<file path="src/dispatch_cfg.svh">
// ==========================================================
// Dispatch stage configuration
// Widths, counts and funct3 codes used across the stage
// ==========================================================
`ifndef DISPATCH_CFG_SVH
`define DISPATCH_CFG_SVH

// Issue width and VRF read ports
`define NUM_DP_UOP          2
`define NUM_DP_VRF          4

// ROB geometry
`define ROB_DEPTH           8
`define ROB_DEPTH_WIDTH     3

// Register and data widths
`define REGFILE_INDEX_WIDTH 5
`define VLEN                128
`define XLEN                32

// funct3 categories that carry a scalar or immediate operand
`define FUNCT3_OPIVI        3'b011
`define FUNCT3_OPIVX        3'b100
`define FUNCT3_OPMVX        3'b110

`endif

</file>
<file path="src/dispatch_pkg.sv">
// ==========================================================
// Dispatch stage types
// Queue entries, ROB views, operands and RS/ROB payloads
// ==========================================================
`default_nettype none

`include "dispatch_cfg.svh"

package dispatch_pkg;

    typedef enum logic {
        EXE_ALU = 1'b0,
        EXE_MUL = 1'b1
    } exe_unit_e;

    // One entry of the uop queue
    typedef struct packed {
        exe_unit_e                        exe_unit;
        logic [5:0]                       funct6;
        logic [2:0]                       funct3;
        logic [`REGFILE_INDEX_WIDTH-1:0]  vs1_index;
        logic                             vs1_valid;
        logic [`REGFILE_INDEX_WIDTH-1:0]  vs2_index;
        logic                             vs2_valid;
        logic [`REGFILE_INDEX_WIDTH-1:0]  vd_index;
        logic                             vd_valid;
        logic                             vs3_valid;
        logic                             vm;
        logic [`XLEN-1:0]                 rs1_data;
        logic [`XLEN-1:0]                 uop_pc;
    } uop_t;

    // ROB entry as seen by dispatch, w_valid means result is written
    typedef struct packed {
        logic                             valid;
        logic [`REGFILE_INDEX_WIDTH-1:0]  w_index;
        logic                             w_valid;
        logic [`VLEN-1:0]                 w_data;
    } rob_entry_t;

    // Result of one source lookup in the ROB
    typedef struct packed {
        logic                             hit;
        logic                             ready;
        logic [`VLEN-1:0]                 data;
    } src_hit_t;

    typedef struct packed {
        src_hit_t                         vs1;
        src_hit_t                         vs2;
        src_hit_t                         vd;
        src_hit_t                         v0;
    } uop_hits_t;

    typedef struct packed {
        logic [`VLEN-1:0]                 vs1;
        logic [`VLEN-1:0]                 vs2;
        logic [`VLEN-1:0]                 vd;
        logic [`VLEN-1:0]                 v0;
    } uop_opn_t;

    typedef struct packed {
        logic [`ROB_DEPTH_WIDTH-1:0]      rob_index;
        logic [5:0]                       funct6;
        logic [2:0]                       funct3;
        logic                             vm;
        logic [`REGFILE_INDEX_WIDTH-1:0]  vs1_index;
        logic [`VLEN-1:0]                 vs1_data;
        logic                             vs1_valid;
        logic [`VLEN-1:0]                 vs2_data;
        logic                             vs2_valid;
        logic [`VLEN-1:0]                 vd_data;
        logic                             vd_valid;
        logic [`VLEN-1:0]                 v0_data;
        logic                             v0_valid;
        logic [`XLEN-1:0]                 rs1_data;
        logic                             rs1_valid;
    } alu_rs_t;

    typedef struct packed {
        logic [`ROB_DEPTH_WIDTH-1:0]      rob_index;
        logic [5:0]                       funct6;
        logic [2:0]                       funct3;
        logic [`VLEN-1:0]                 vs1_data;
        logic                             vs1_valid;
        logic [`VLEN-1:0]                 vs2_data;
        logic                             vs2_valid;
        logic [`VLEN-1:0]                 vs3_data;
        logic                             vs3_valid;
        logic [`XLEN-1:0]                 rs1_data;
    } mul_rs_t;

    typedef struct packed {
        logic [`REGFILE_INDEX_WIDTH-1:0]  vd_index;
        logic                             vd_valid;
        logic [`XLEN-1:0]                 uop_pc;
    } rob_push_t;

endpackage

`default_nettype wire

</file>
<file path="src/dispatch_vrf_read.sv">
// ==========================================================
// Dispatch VRF read
// Maps sources onto the four read ports, flags port clashes
// ==========================================================
`timescale 1ns/1ps
`default_nettype none

`include "dispatch_cfg.svh"

module dispatch_vrf_read import dispatch_pkg::*; (
    input  uop_t     [`NUM_DP_UOP-1:0]                           uop,
    output logic     [`NUM_DP_VRF-1:0][`REGFILE_INDEX_WIDTH-1:0] vrf_rd_index,
    input  logic     [`NUM_DP_VRF-1:0][`VLEN-1:0]                vrf_rd_data,
    input  logic     [`VLEN-1:0]                                 v0_data,
    output uop_opn_t [`NUM_DP_UOP-1:0]                           vrf_opn,
    output logic                                                 port_conflict
);

    logic port1_to_uop0;
    logic port3_to_uop0;

    // Ports 1 and 3 are shared between vs1 of one uop and vd of the other
    assign port1_to_uop0 = uop[0].vs1_valid;
    assign port3_to_uop0 = uop[0].vs3_valid || !uop[1].vs1_valid;

    assign vrf_rd_index[0] = uop[0].vs2_index;
    assign vrf_rd_index[1] = port1_to_uop0 ? uop[0].vs1_index : uop[1].vd_index;
    assign vrf_rd_index[2] = uop[1].vs2_index;
    assign vrf_rd_index[3] = port3_to_uop0 ? uop[0].vd_index : uop[1].vs1_index;

    // Both uops want the same shared port, uop0 keeps it
    assign port_conflict = (uop[0].vs1_valid && uop[1].vs3_valid) ||
                           (uop[1].vs1_valid && uop[0].vs3_valid);

    // Slot i reads vs2 on port 2i, vs1 on port 2i+1 and vd on the other uop's odd port
    for (genvar i = 0; i < `NUM_DP_UOP; i++) begin : gen_route
        assign vrf_opn[i].vs2 = vrf_rd_data[2*i];
        assign vrf_opn[i].vs1 = vrf_rd_data[2*i+1];
        assign vrf_opn[i].vd  = vrf_rd_data[(2*i+3) % `NUM_DP_VRF];
        assign vrf_opn[i].v0  = v0_data;
    end

endmodule

`default_nettype wire

</file>
<file path="config.mk">
export PLATFORM = sky130hd
export DESIGN_NAME = dispatch_vrf_read
export DESIGN_NICKNAME = d
export VERILOG_FILES = /design/src/dispatch_pkg.sv /design/src/dispatch_vrf_read.sv
export VERILOG_INCLUDE_DIRS = /design/src /design/src/src
export SDC_FILE = /design/constraint.sdc
export NUM_CORES = 1
export LEC_CHECK = 0
export BUFFER_PORTS_ARGS = -buffer_cell sky130_fd_sc_hd__buf_2
export CORE_AREA = 2 2 739 741
export DETAILED_ROUTE_END_ITERATION = 10
export DIE_AREA = 0 0 741 743
export GPL_TIMING_DRIVEN = 0
export MAX_ROUTING_LAYER = met4
export PLACE_DENSITY = 0.3
export SYNTH_ARGS = -nofsm -noshare
export SYNTH_HDL_FRONTEND = slang
export SYNTH_SLANG_ARGS = --single-unit
</file>
<file path="constraint.sdc">
create_clock -name vclk -period 2.5
set_input_delay 0.5 -clock vclk [all_inputs]
set_output_delay 0.5 -clock vclk [all_outputs]
set_load 0.02 [all_outputs]
</file>
== Word-level counts from Yosys, hierarchy flattened ==
Cells that the tools add are included.
Word-level totals
  register bits: 0
  latch bits: 0
  memory bits (writable): 0
  bits in read-only memories: 0
  bits of input ports: 828
  memories kept: 0
Cells by class
  $add $sub $neg: 0
  multipliers: 0
  div/mod/pow operators: 0
  magnitude comparators: 0
  eq/ne operators: 0
  shift operators: 0
  muxes and demuxes: 2
  bitwise gates (word level): 0
  reduce and logical (&&, ||, !) cells: 5
Operators with widths (count)
  5-bit two-way mux: 2
  1-bit logical AND: 2
  1-bit logical OR: 2
  1-bit zero test: 1

== Longest topological paths before layout ==
Gate-level depths: netlist of run 1.
  word-level depth: 3
  depth in mapped cells: 2
  depth with buffers taken out: 2

== Worst setup path after synthesis of run 1 ==
OpenSTA, ideal clock, no wires.
  kind: input to output
  start: input port uop[172] (netlist name)
  end: output port vrf_rd_index[15] (netlist name)
  arrival time: 1068 ps
  setup slack: 932 ps
  stages on the path: 2
  path buffers: 0
  path through: nor2b_4 mux2_2
RTL lines
  start, declared: RTL line dispatch_vrf_read.sv:11  | input uop_t [`NUM_DP_UOP-1:0] uop,
  end, declared: RTL line dispatch_vrf_read.sv:12  | output logic [`NUM_DP_VRF-1:0][`REGFILE_INDEX_WIDTH-1:0] vrf_rd_index,

==> results of run 1 <==
==> metrics by stage <==
step	cell area [um2]	std cells	power [mW]	worst slack, ns
finish	23200	9719	4.56	0.569
detailed placement	22300	9349	4.79	0.555
global route	23200	9692	4.78	0.546
global placement	22300	9349	4.79	0.569
floorplan	7930	1047	2.46	0.932
CTS	22300	9349	4.80	0.554
==> how the worst min path moves through the flow <==
| stage | slack (ns) | to | depth (start not counted) | start |
|---|---|---|---|---|
| after global placement | 1.22 | vrf_opn[19] | 2 | v0_data[19] |
| after floorplan | 1.11 | vrf_opn[0] | 1 | v0_data[0] |
| after global routing | 1.22 | vrf_opn[629] | 2 | v0_data[117] |
| after CTS | 1.22 | vrf_opn[47] | 2 | v0_data[47] |
| after detailed placement | 1.22 | vrf_opn[47] | 2 | v0_data[47] |
| final | 1.22 | vrf_opn[2] | 2 | v0_data[2] |
==> worst max-delay path, delay by kind of cell <==
family	cells	cell delay (ns)
buf+inv	2	0.33
mux	1	0.39
simple gates	1	0.20
==> layer usage <==
layer | global-route usage | up-vias | routed length, um
met5 | - | - | 0
met4 | 0.0284 | 0 | 9530
met3 | 0.105 | 224 | 64600
met2 | 0.166 | 1237 | 134000
met1 | 0.0997 | 5048 | 102000
li1 | - | 4865 | -
==> kinds of logic after synthesis <==
kind of cell,count (synthesis),synth area share
and+or+nand+nor,1,0.00174
AOI/OAI and AO/OA,1,0.00126
buffers and inverters,1035,0.981
muxes,10,0.0161
==> cell usage in the layout, fill, tap and decap left out <==
cell type and count:
diode_2 370, a22o_2 1, buf_4 1034, mux2_4 4
buf_2 1068, buf_6 1, mux2_2 6, nor2b_4 1
==> synthesized netlist by cell type, drive strengths merged <==
library cell	n
a22o	1
buf	1035
nor2b	1
mux2	10
==> cell type report <==
type / instances / area share
Buffer: 1035 / 0.334
Multi-Input combinational cell: 12 / 0.00651
Antenna cell: 370 / 0.0398
Timing Repair Buffer: 1068 / 0.230
Tap cell: 7234 / 0.389
==> power by group through the flow <==
stage	Sequential, mW	Combinational [mW]	Clock [mW]
floorplan	0	2.46	0
global placement	0	4.79	0
detailed placement	0	4.79	0
CTS	0	4.80	0
global route	0	4.78	0.0000194
finish	0	4.56	0.0000213
==> key figures, run 1 <==
Outcome
  – Outcome: finished clean

Die
  – Die area: 551000 um2
  – CORE AREA: 543000 um2
  – Site Rows: 271
  – I/O Pins: 1873
  – Initial Utilization: 0.0146
  – Die Ht: 743 um
  – Die width: 741 um

Min path
  – Min-delay worst type: in -> out

Worst setup path
  – Highest cell delay on the worst timing path: 0.39 ns
  – Sequence of cells on the critical path: buf_2, nor2b_4, mux2_2, buf_2
  – Critical path startpoint: uop[65]
  – Crit-path slowest cell: mux2_2
  – Crit path capture type: primary output
  – Critical path fanouts, max: 5
  – Crit path top cell by count: buf_2
  – Setup CP Type: in -> out
  – Critical Path AT: 1.43 ns
  – CP required: 2.00 ns
  – CP startpoint kind: primary input
  – Last element of the critical path: vrf_rd_index[19]

Detailed routing
  – Initial drt markers: 300
  – Final WL: 310000 um
  – Wire per inst: 31.9 um
  – Avg Vias per Cell: 1.17
  – Number of routed nets with antenna violations: 0
  – # DRC: 0
  – Drt pass-1 iters: 4
  – Via count: 11374

GRT
  – GRT Total Usage: 0.110
  – Largest net degree at the start of global routing: 7
  – First-pass GRT wire length: 330000 um
  – Grt ovf: 0
  – Antenna violations before repair: 346
  – Vias in the first global route: 9912

Layout
  – Multi-input gate area: 151 um2
  – Number of clock buffers in the layout: 0
  – Area grow syn2layout: 193%
  – Fin nets: 2945
  – Seq Cell Count: 0
  – Register area: 0 um2
  – Final Util: 0.0428
  – Fillers: 64652
  – Share of layout cells above drive strength 1: 1.00

Placement
  – RD Place Congestion: 1.15
  – Port buffer count: 1068
  – DP HPWL: 305000 um

Logic synthesis
  – Count of cell types in the netlist: 6
  – Synth area leader: buf_4
  – Synthesis Warnings: 0
  – Top cells by area, synth: buf_4, mux2_2, mux2_4
  – Synthesized cell area: 7930 um2
  – Synthesized Nets: 1875
  – Top cell type's share of synthesized area: 0.979
  – Sequential cell area fraction in the yosys report: 0
  – Mapped Cells: 1047
  – Syn_area_per_cell: 7.57 um2

Clock network
  – CTS Hold Buffers Added: 0
  – # resized after CTS: 0
  – Postcts setup bufs: 0

Power
  – Worst IR Drop VDD: 93.1 uV
  – P_leak: 9.25 nW
  – Reg power frac: 0
  – Internal cell power: 1.62 mW
  – Switching share of power: 0.646
  – Clk pwr share: 0
  – Total power per unit cell area: 196 nW/um2
  – Psw: 2.95 mW
  – Combinational Power Share: 1.000

Timing
  – Final hold viol count: 0
  – RSZ-0062 raised after global routing: false
  – Period utilization: 0.773
  – Fmax achieved: 518 MHz
  – Final max-slew violation count: 0
  – Fin crit period: 1.93 ns
  – Sum Neg Setup Slack: 0 ns
  – Final setup vio count: 0
  – Slew HR: 0.584
  – Slew @ Worst Pin: 0.628 ns
  – Worst hold slack: 1.22 ns

Job
  – MaxCap Viol Count: 0
No activity file was read; power rests on OpenSTA's default activity.
==> run 2: changes to the inputs <==
- CORE_AREA: 2 2 739 741 -> 2 2 733 735
- DIE_AREA: 0 0 741 743 -> 0 0 735 737
- clock period: 2.5 -> 1.8 ns (I/O delays scaled with it)
==> key figures, run 2 (synthesis gave the netlist of run 1 again) <==
Worst setup path
  – Crit path capture type: primary output (unchanged)
  – Critical Path AT: 1.30 ns (was 1.43 ns)
  – CP required: 1.44 ns (was 2.00 ns)
  – Setup CP Type: in -> out (unchanged)
  – CP startpoint kind: primary input (unchanged)
  – Highest cell delay on the worst timing path: 0.40 ns (was 0.39 ns)
  – Crit path top cell by count: buf_2 (unchanged)
  – Sequence of cells on the critical path: buf_2, nor2b_4, mux2_2, buf_2 (unchanged)
  – Crit-path slowest cell: mux2_2 (unchanged)
  – Critical path fanouts, max: 5 (unchanged)

Detailed routing
  – Wire per inst: 33.1 um (was 31.9 um)
  – Avg Vias per Cell: 1.17 (about the same)
  – Final WL: 315000 um (was 310000 um)
  – Initial drt markers: 267 (was 300)
  – Via count: 11173 (was 11374)
  – Number of routed nets with antenna violations: 0 (unchanged)
  – # DRC: 0 (unchanged)
  – Drt pass-1 iters: 4 (unchanged)

GRT
  – Antenna violations before repair: 373 (was 346)
  – First-pass GRT wire length: 333000 um (was 330000 um)
  – Vias in the first global route: 9696 (was 9912)
  – Largest net degree at the start of global routing: 7 (unchanged)
  – Grt ovf: 0 (unchanged)
  – GRT Total Usage: 0.114 (was 0.110)

Min path
  – Hold Path Stages: 2 (unchanged)
  – Min-delay worst type: in -> out (unchanged)

Timing
  – Worst hold slack: 0.937 ns (was 1.22 ns)
  – Sum Neg Setup Slack: 0 ns (unchanged)
  – Period utilization: 0.922
  – Slew @ Worst Pin: 0.755 ns (was 0.628 ns)
  – Fmax achieved: 602 MHz
  – Fin crit period: 1.66 ns
  – RSZ-0062 raised after global routing: false (unchanged)
  – Final setup vio count: 0 (unchanged)
  – Final hold viol count: 0 (unchanged)
  – Slew HR: 0.500 (was 0.584)
  – Final max-slew violation count: 0 (unchanged)

Layout
  – Register area: 0 um2 (unchanged)
  – Share of layout cells above drive strength 1: 1.00 (unchanged)
  – Number of clock buffers in the layout: 0 (unchanged)
  – Most frequent cells in the layout: buf_2, buf_4, mux2_2 (unchanged)
  – Commonest non-fill, non-tap cell in the layout: buf_2 (unchanged)
  – Fin nets: 2945 (unchanged)
  – Area grow syn2layout: 190% (was 193%)
  – Fillers: 63795 (was 64652)
  – Seq Cell Count: 0 (unchanged)

Clock network
  – # resized after CTS: 0 (unchanged)
  – Postcts setup bufs: 0 (unchanged)
  – CTS Hold Buffers Added: 0 (unchanged)

Die
  – Die Ht: 737 um (was 743 um)
  – Site Rows: 269 (was 271)
  – Initial Utilization: 0.0148 (was 0.0146)
  – Die area: 542000 um2 (was 551000 um2)
  – CORE AREA: 534000 um2 (was 543000 um2)
  – I/O Pins: 1873 (unchanged)
  – Die width: 735 um (was 741 um)

Power
  – Worst IR Drop VDD: 114 uV (was 93.1 uV)
  – Total power per unit cell area: 273 nW/um2 (was 196 nW/um2)
  – Power, Total: 6.27 mW (was 4.56 mW)
  – P_leak: 9.25 nW (about the same)

Placement
  – RD Place Congestion: 1.05 (was 1.15)
  – Port buffer count: 1068 (unchanged)
  – DP HPWL: 311000 um (was 305000 um)

Job
  – MaxCap Viol Count: 0 (unchanged)

Outcome
  – Outcome: finished clean (unchanged)
[run 2: cell types whose count changed in the layout (fill, tap and decap cells not counted), sizes merged]
| cell | delta |
|---|---|
| diode | -20 |
[run 2: worst paths after layout]
| kind | endpoint | from | slack [ns] |
|---|---|---|---|
| setup / recovery | vrf_rd_index[15] | uop[65] | 0.14 |
| hold / removal | vrf_opn[555] | v0_data[43] | 0.94 |
[run 2: final cells by class]
| type | instances | area (um2) | share of cell area |
|---|---|---|---|
| well taps | 7046 | 8820 | 0.384 |
| plain buffers | 1035 | 7770 | 0.339 |
| repair buffers | 1068 | 5350 | 0.233 |
| diodes | 350 | 876 | 0.0381 |
| multi-input cells | 12 | 151 | 0.00659 |
[run 2: power by group]
| group | total (mW) | switching [mW] | internal (mW) | leakage, nW |
|---|---|---|---|---|
| logic | 6.27 | 4.03 | 2.24 | 9.24 |
| registers | 0 | 0 | 0 | 0 |
| clock network | 0.0000274 | 0 | 0.0000274 | 0.00222 |
[run 2: layer usage]
layer / GRT usage / part of all wire / up-vias
li1: - / - / 4832
met1: 0.104 / 0.32 / 4838
met2: 0.168 / 0.42 / 1277
met3: 0.115 / 0.23 / 226
met4: 0.0251 / 0.029 / 0
met5: - / 0 / -
[run 2: critical path: cells and delay by family]
family / cells / cell delay [ns]
simple gates: 1 / 0.19
mux: 1 / 0.40
buf+inv: 2 / 0.34
[run 2: metrics by stage]
step                cell area, um2  cells  worst slack [ns]    util
floorplan                     7930   1047             0.512       -
global placement             22100   9161             0.134  0.0413
detailed placement           22100   9161             0.138  0.0413
CTS                          22100   9161             0.130  0.0413
global route                 22900   9491             0.133  0.0429
finish                       23000   9511             0.140  0.0430
==> run 3: changes to the inputs <==
- ABC_AREA: default -> 1
- CORE_AREA: 2 2 733 735 -> 2 2 726 728
- DIE_AREA: 0 0 735 737 -> 0 0 728 730
==> key figures, run 3 <==
Logic synthesis
  – Synth area leader: buf_4 (unchanged)
  – Most common cell in the synthesized netlist: buf_4 (unchanged)
  – Top cells by area, synth: buf_4, nand2_1, nand3_1 (was buf_4, mux2_2, mux2_4)
  – Count of cell types in the netlist: 5 (was 6)
  – Mapped Cells: 1070 (was 1047)
  – Synthesized cell area: 7910 um2 (was 7930 um2)
  – Sequential cell area fraction in the yosys report: 0 (unchanged)
  – Syn_area_per_cell: 7.39 um2 (was 7.57 um2)
  – Synthesis Warnings: 0 (unchanged)
  – Top cell type's share of synthesized area: 0.982 (was 0.979)
  – Top post-synthesis cells by count: buf_4, nand2_1, nand3_1, inv_1, nand2_2 (was buf_4, mux2_2, mux2_4)
  – Synthesized Nets: 1898 (was 1875)

Detailed routing
  – Drt pass-1 iters: 5 (was 4)
  – Wire per inst: 31.0 um (was 33.1 um)
  – Final WL: 292000 um (was 315000 um)
  – # DRC: 0 (unchanged)
  – Via count: 11294 (was 11173)
  – Initial drt markers: 617 (was 267)
  – Number of routed nets with antenna violations: 0 (unchanged)
  – Avg Vias per Cell: 1.20 (was 1.17)

Worst setup path
  – Critical path fanouts, max: 7 (was 5)
  – CP startpoint kind: primary input (unchanged)
  – Setup CP Type: in -> out (unchanged)
  – Critical path startpoint: uop[172] (was uop[65])
  – CP required: 1.44 ns (about the same)
  – Critical Path AT: 1.31 ns (was 1.30 ns)
  – Crit path capture type: primary output (unchanged)
  – Last element of the critical path: vrf_rd_index[19] (was vrf_rd_index[15])

Layout
  – Seq Cell Count: 0 (unchanged)
  – Fin nets: 2969 (was 2945)
  – Register area: 0 um2 (unchanged)
  – Most frequent cells in the layout: buf_2, buf_4, nand2_1 (was buf_2, buf_4, mux2_2)
  – Share of layout cells above drive strength 1: 0.984 (was 1.00)
  – Area grow syn2layout: 188% (was 190%)
  – Number of clock buffers in the layout: 0 (unchanged)
  – Commonest non-fill, non-tap cell in the layout: buf_2 (unchanged)
  – Design area: 22800 um2 (was 23000 um2)

Die
  – Die width: 728 um (was 735 um)
  – I/O Pins: 1873 (unchanged)
  – Die area: 531000 um2 (was 542000 um2)
  – Die Ht: 730 um (was 737 um)
  – CORE AREA: 524000 um2 (was 534000 um2)
  – Initial Utilization: 0.0151 (was 0.0148)
  – Site Rows: 266 (was 269)

GRT
  – Antenna violations before repair: 312 (was 373)
  – Grt ovf: 0 (unchanged)
  – First-pass GRT wire length: 311000 um (was 333000 um)
  – GRT Total Usage: 0.108 (was 0.114)
  – Vias in the first global route: 9882 (was 9696)
  – Largest net degree at the start of global routing: 8 (was 7)

Placement
  – Port buffer count: 1069 (was 1068)
  – DP HPWL: 288000 um (was 311000 um)
  – Placed Area: 22000 um2 (was 22100 um2)
  – RD Place Congestion: 1.22 (was 1.05)

Timing
  – Sum Neg Setup Slack: 0 ns (unchanged)
  – Worst hold slack: 0.937 ns (about the same)
  – Slew @ Worst Pin: 0.556 ns (was 0.755 ns)
  – Slew HR: 0.632 (was 0.500)
  – Final setup vio count: 0 (unchanged)
  – Period utilization: 0.929 (was 0.922)
  – RSZ-0062 raised after global routing: false (unchanged)
  – Final hold viol count: 0 (unchanged)
  – Final max-slew violation count: 0 (unchanged)
  – Fmax achieved: 598 MHz (was 602 MHz)
  – Fin crit period: 1.67 ns (was 1.66 ns)

Clock network
  – # resized after CTS: 0 (unchanged)
  – Postcts setup bufs: 0 (unchanged)
  – CTS Hold Buffers Added: 0 (unchanged)

Power
  – Worst IR Drop VDD: 84.1 uV (was 114 uV)
  – Total power per unit cell area: 273 nW/um2 (about the same)
  – P_leak: 9.29 nW (was 9.25 nW)

Outcome
  – Outcome: finished clean (unchanged)

Min path
  – Min-delay worst type: in -> out (unchanged)

Job
  – MaxCap Viol Count: 0 (unchanged)
run 3: cells by family (layout without fill, tap and decap cells):
group / after synthesis / after routing / synth area share
and+or+nand+nor: 34 / 34 / 0.0172
other: 0 / 319 / 0
buffers and inverters: 1036 / 2105 / 0.983
run 3: worst min path at each step:
stage                            start            to  slack (ns)  cells after the start
after floorplan             v0_data[0]    vrf_opn[0]        0.83                      1
after detailed placement   v0_data[39]   vrf_opn[39]        0.94                      2
after CTS                   v0_data[1]  vrf_opn[513]        0.94                      2
after global routing      v0_data[108]  vrf_opn[108]        0.94                      2
final                      v0_data[48]   vrf_opn[48]        0.94                      2
after global placement     v0_data[31]  vrf_opn[543]        0.94                      2
run 3: worst max-delay path: stages:
cell and delay, ns:
buf_2 0.24, nand2_2 0.13, nand2_1 0.06, nand2_1 0.12, buf_2 0.29
run 3: final cells by class:
type	instances	area, um2
Multi-Input combinational cell	34	136
Buffer	1034	7760
Tap cell	6968	8720
Timing Repair Buffer	1069	5350
Fill cell	62365	501000
Inverter	2	7.51
Antenna cell	319	798
run 3: layer usage:
metal | track usage | vias up | share of wire
met1 | 0.0927 | 4984 | 0.31
met5 | - | - | 0
li1 | - | 4840 | -
met4 | 0.0305 | 0 | 0.033
met3 | 0.110 | 214 | 0.23
met2 | 0.160 | 1256 | 0.43
run 3: power breakdown:
part,switching (mW),internal (mW)
sequential,0,0
combinational,3.99,2.23
clock,0,0.0000252
run 3: stage by stage:
step	util	power, mW	std cells	worst slack (ns)
after floorplan	-	3.41	1070	0.692
after global placement	0.0420	6.54	9107	0.210
after detailed placement	0.0420	6.54	9107	0.208
after CTS	0.0420	6.55	9107	0.209
after global routing	0.0434	6.57	9409	0.142
final	0.0435	6.22	9426	0.128
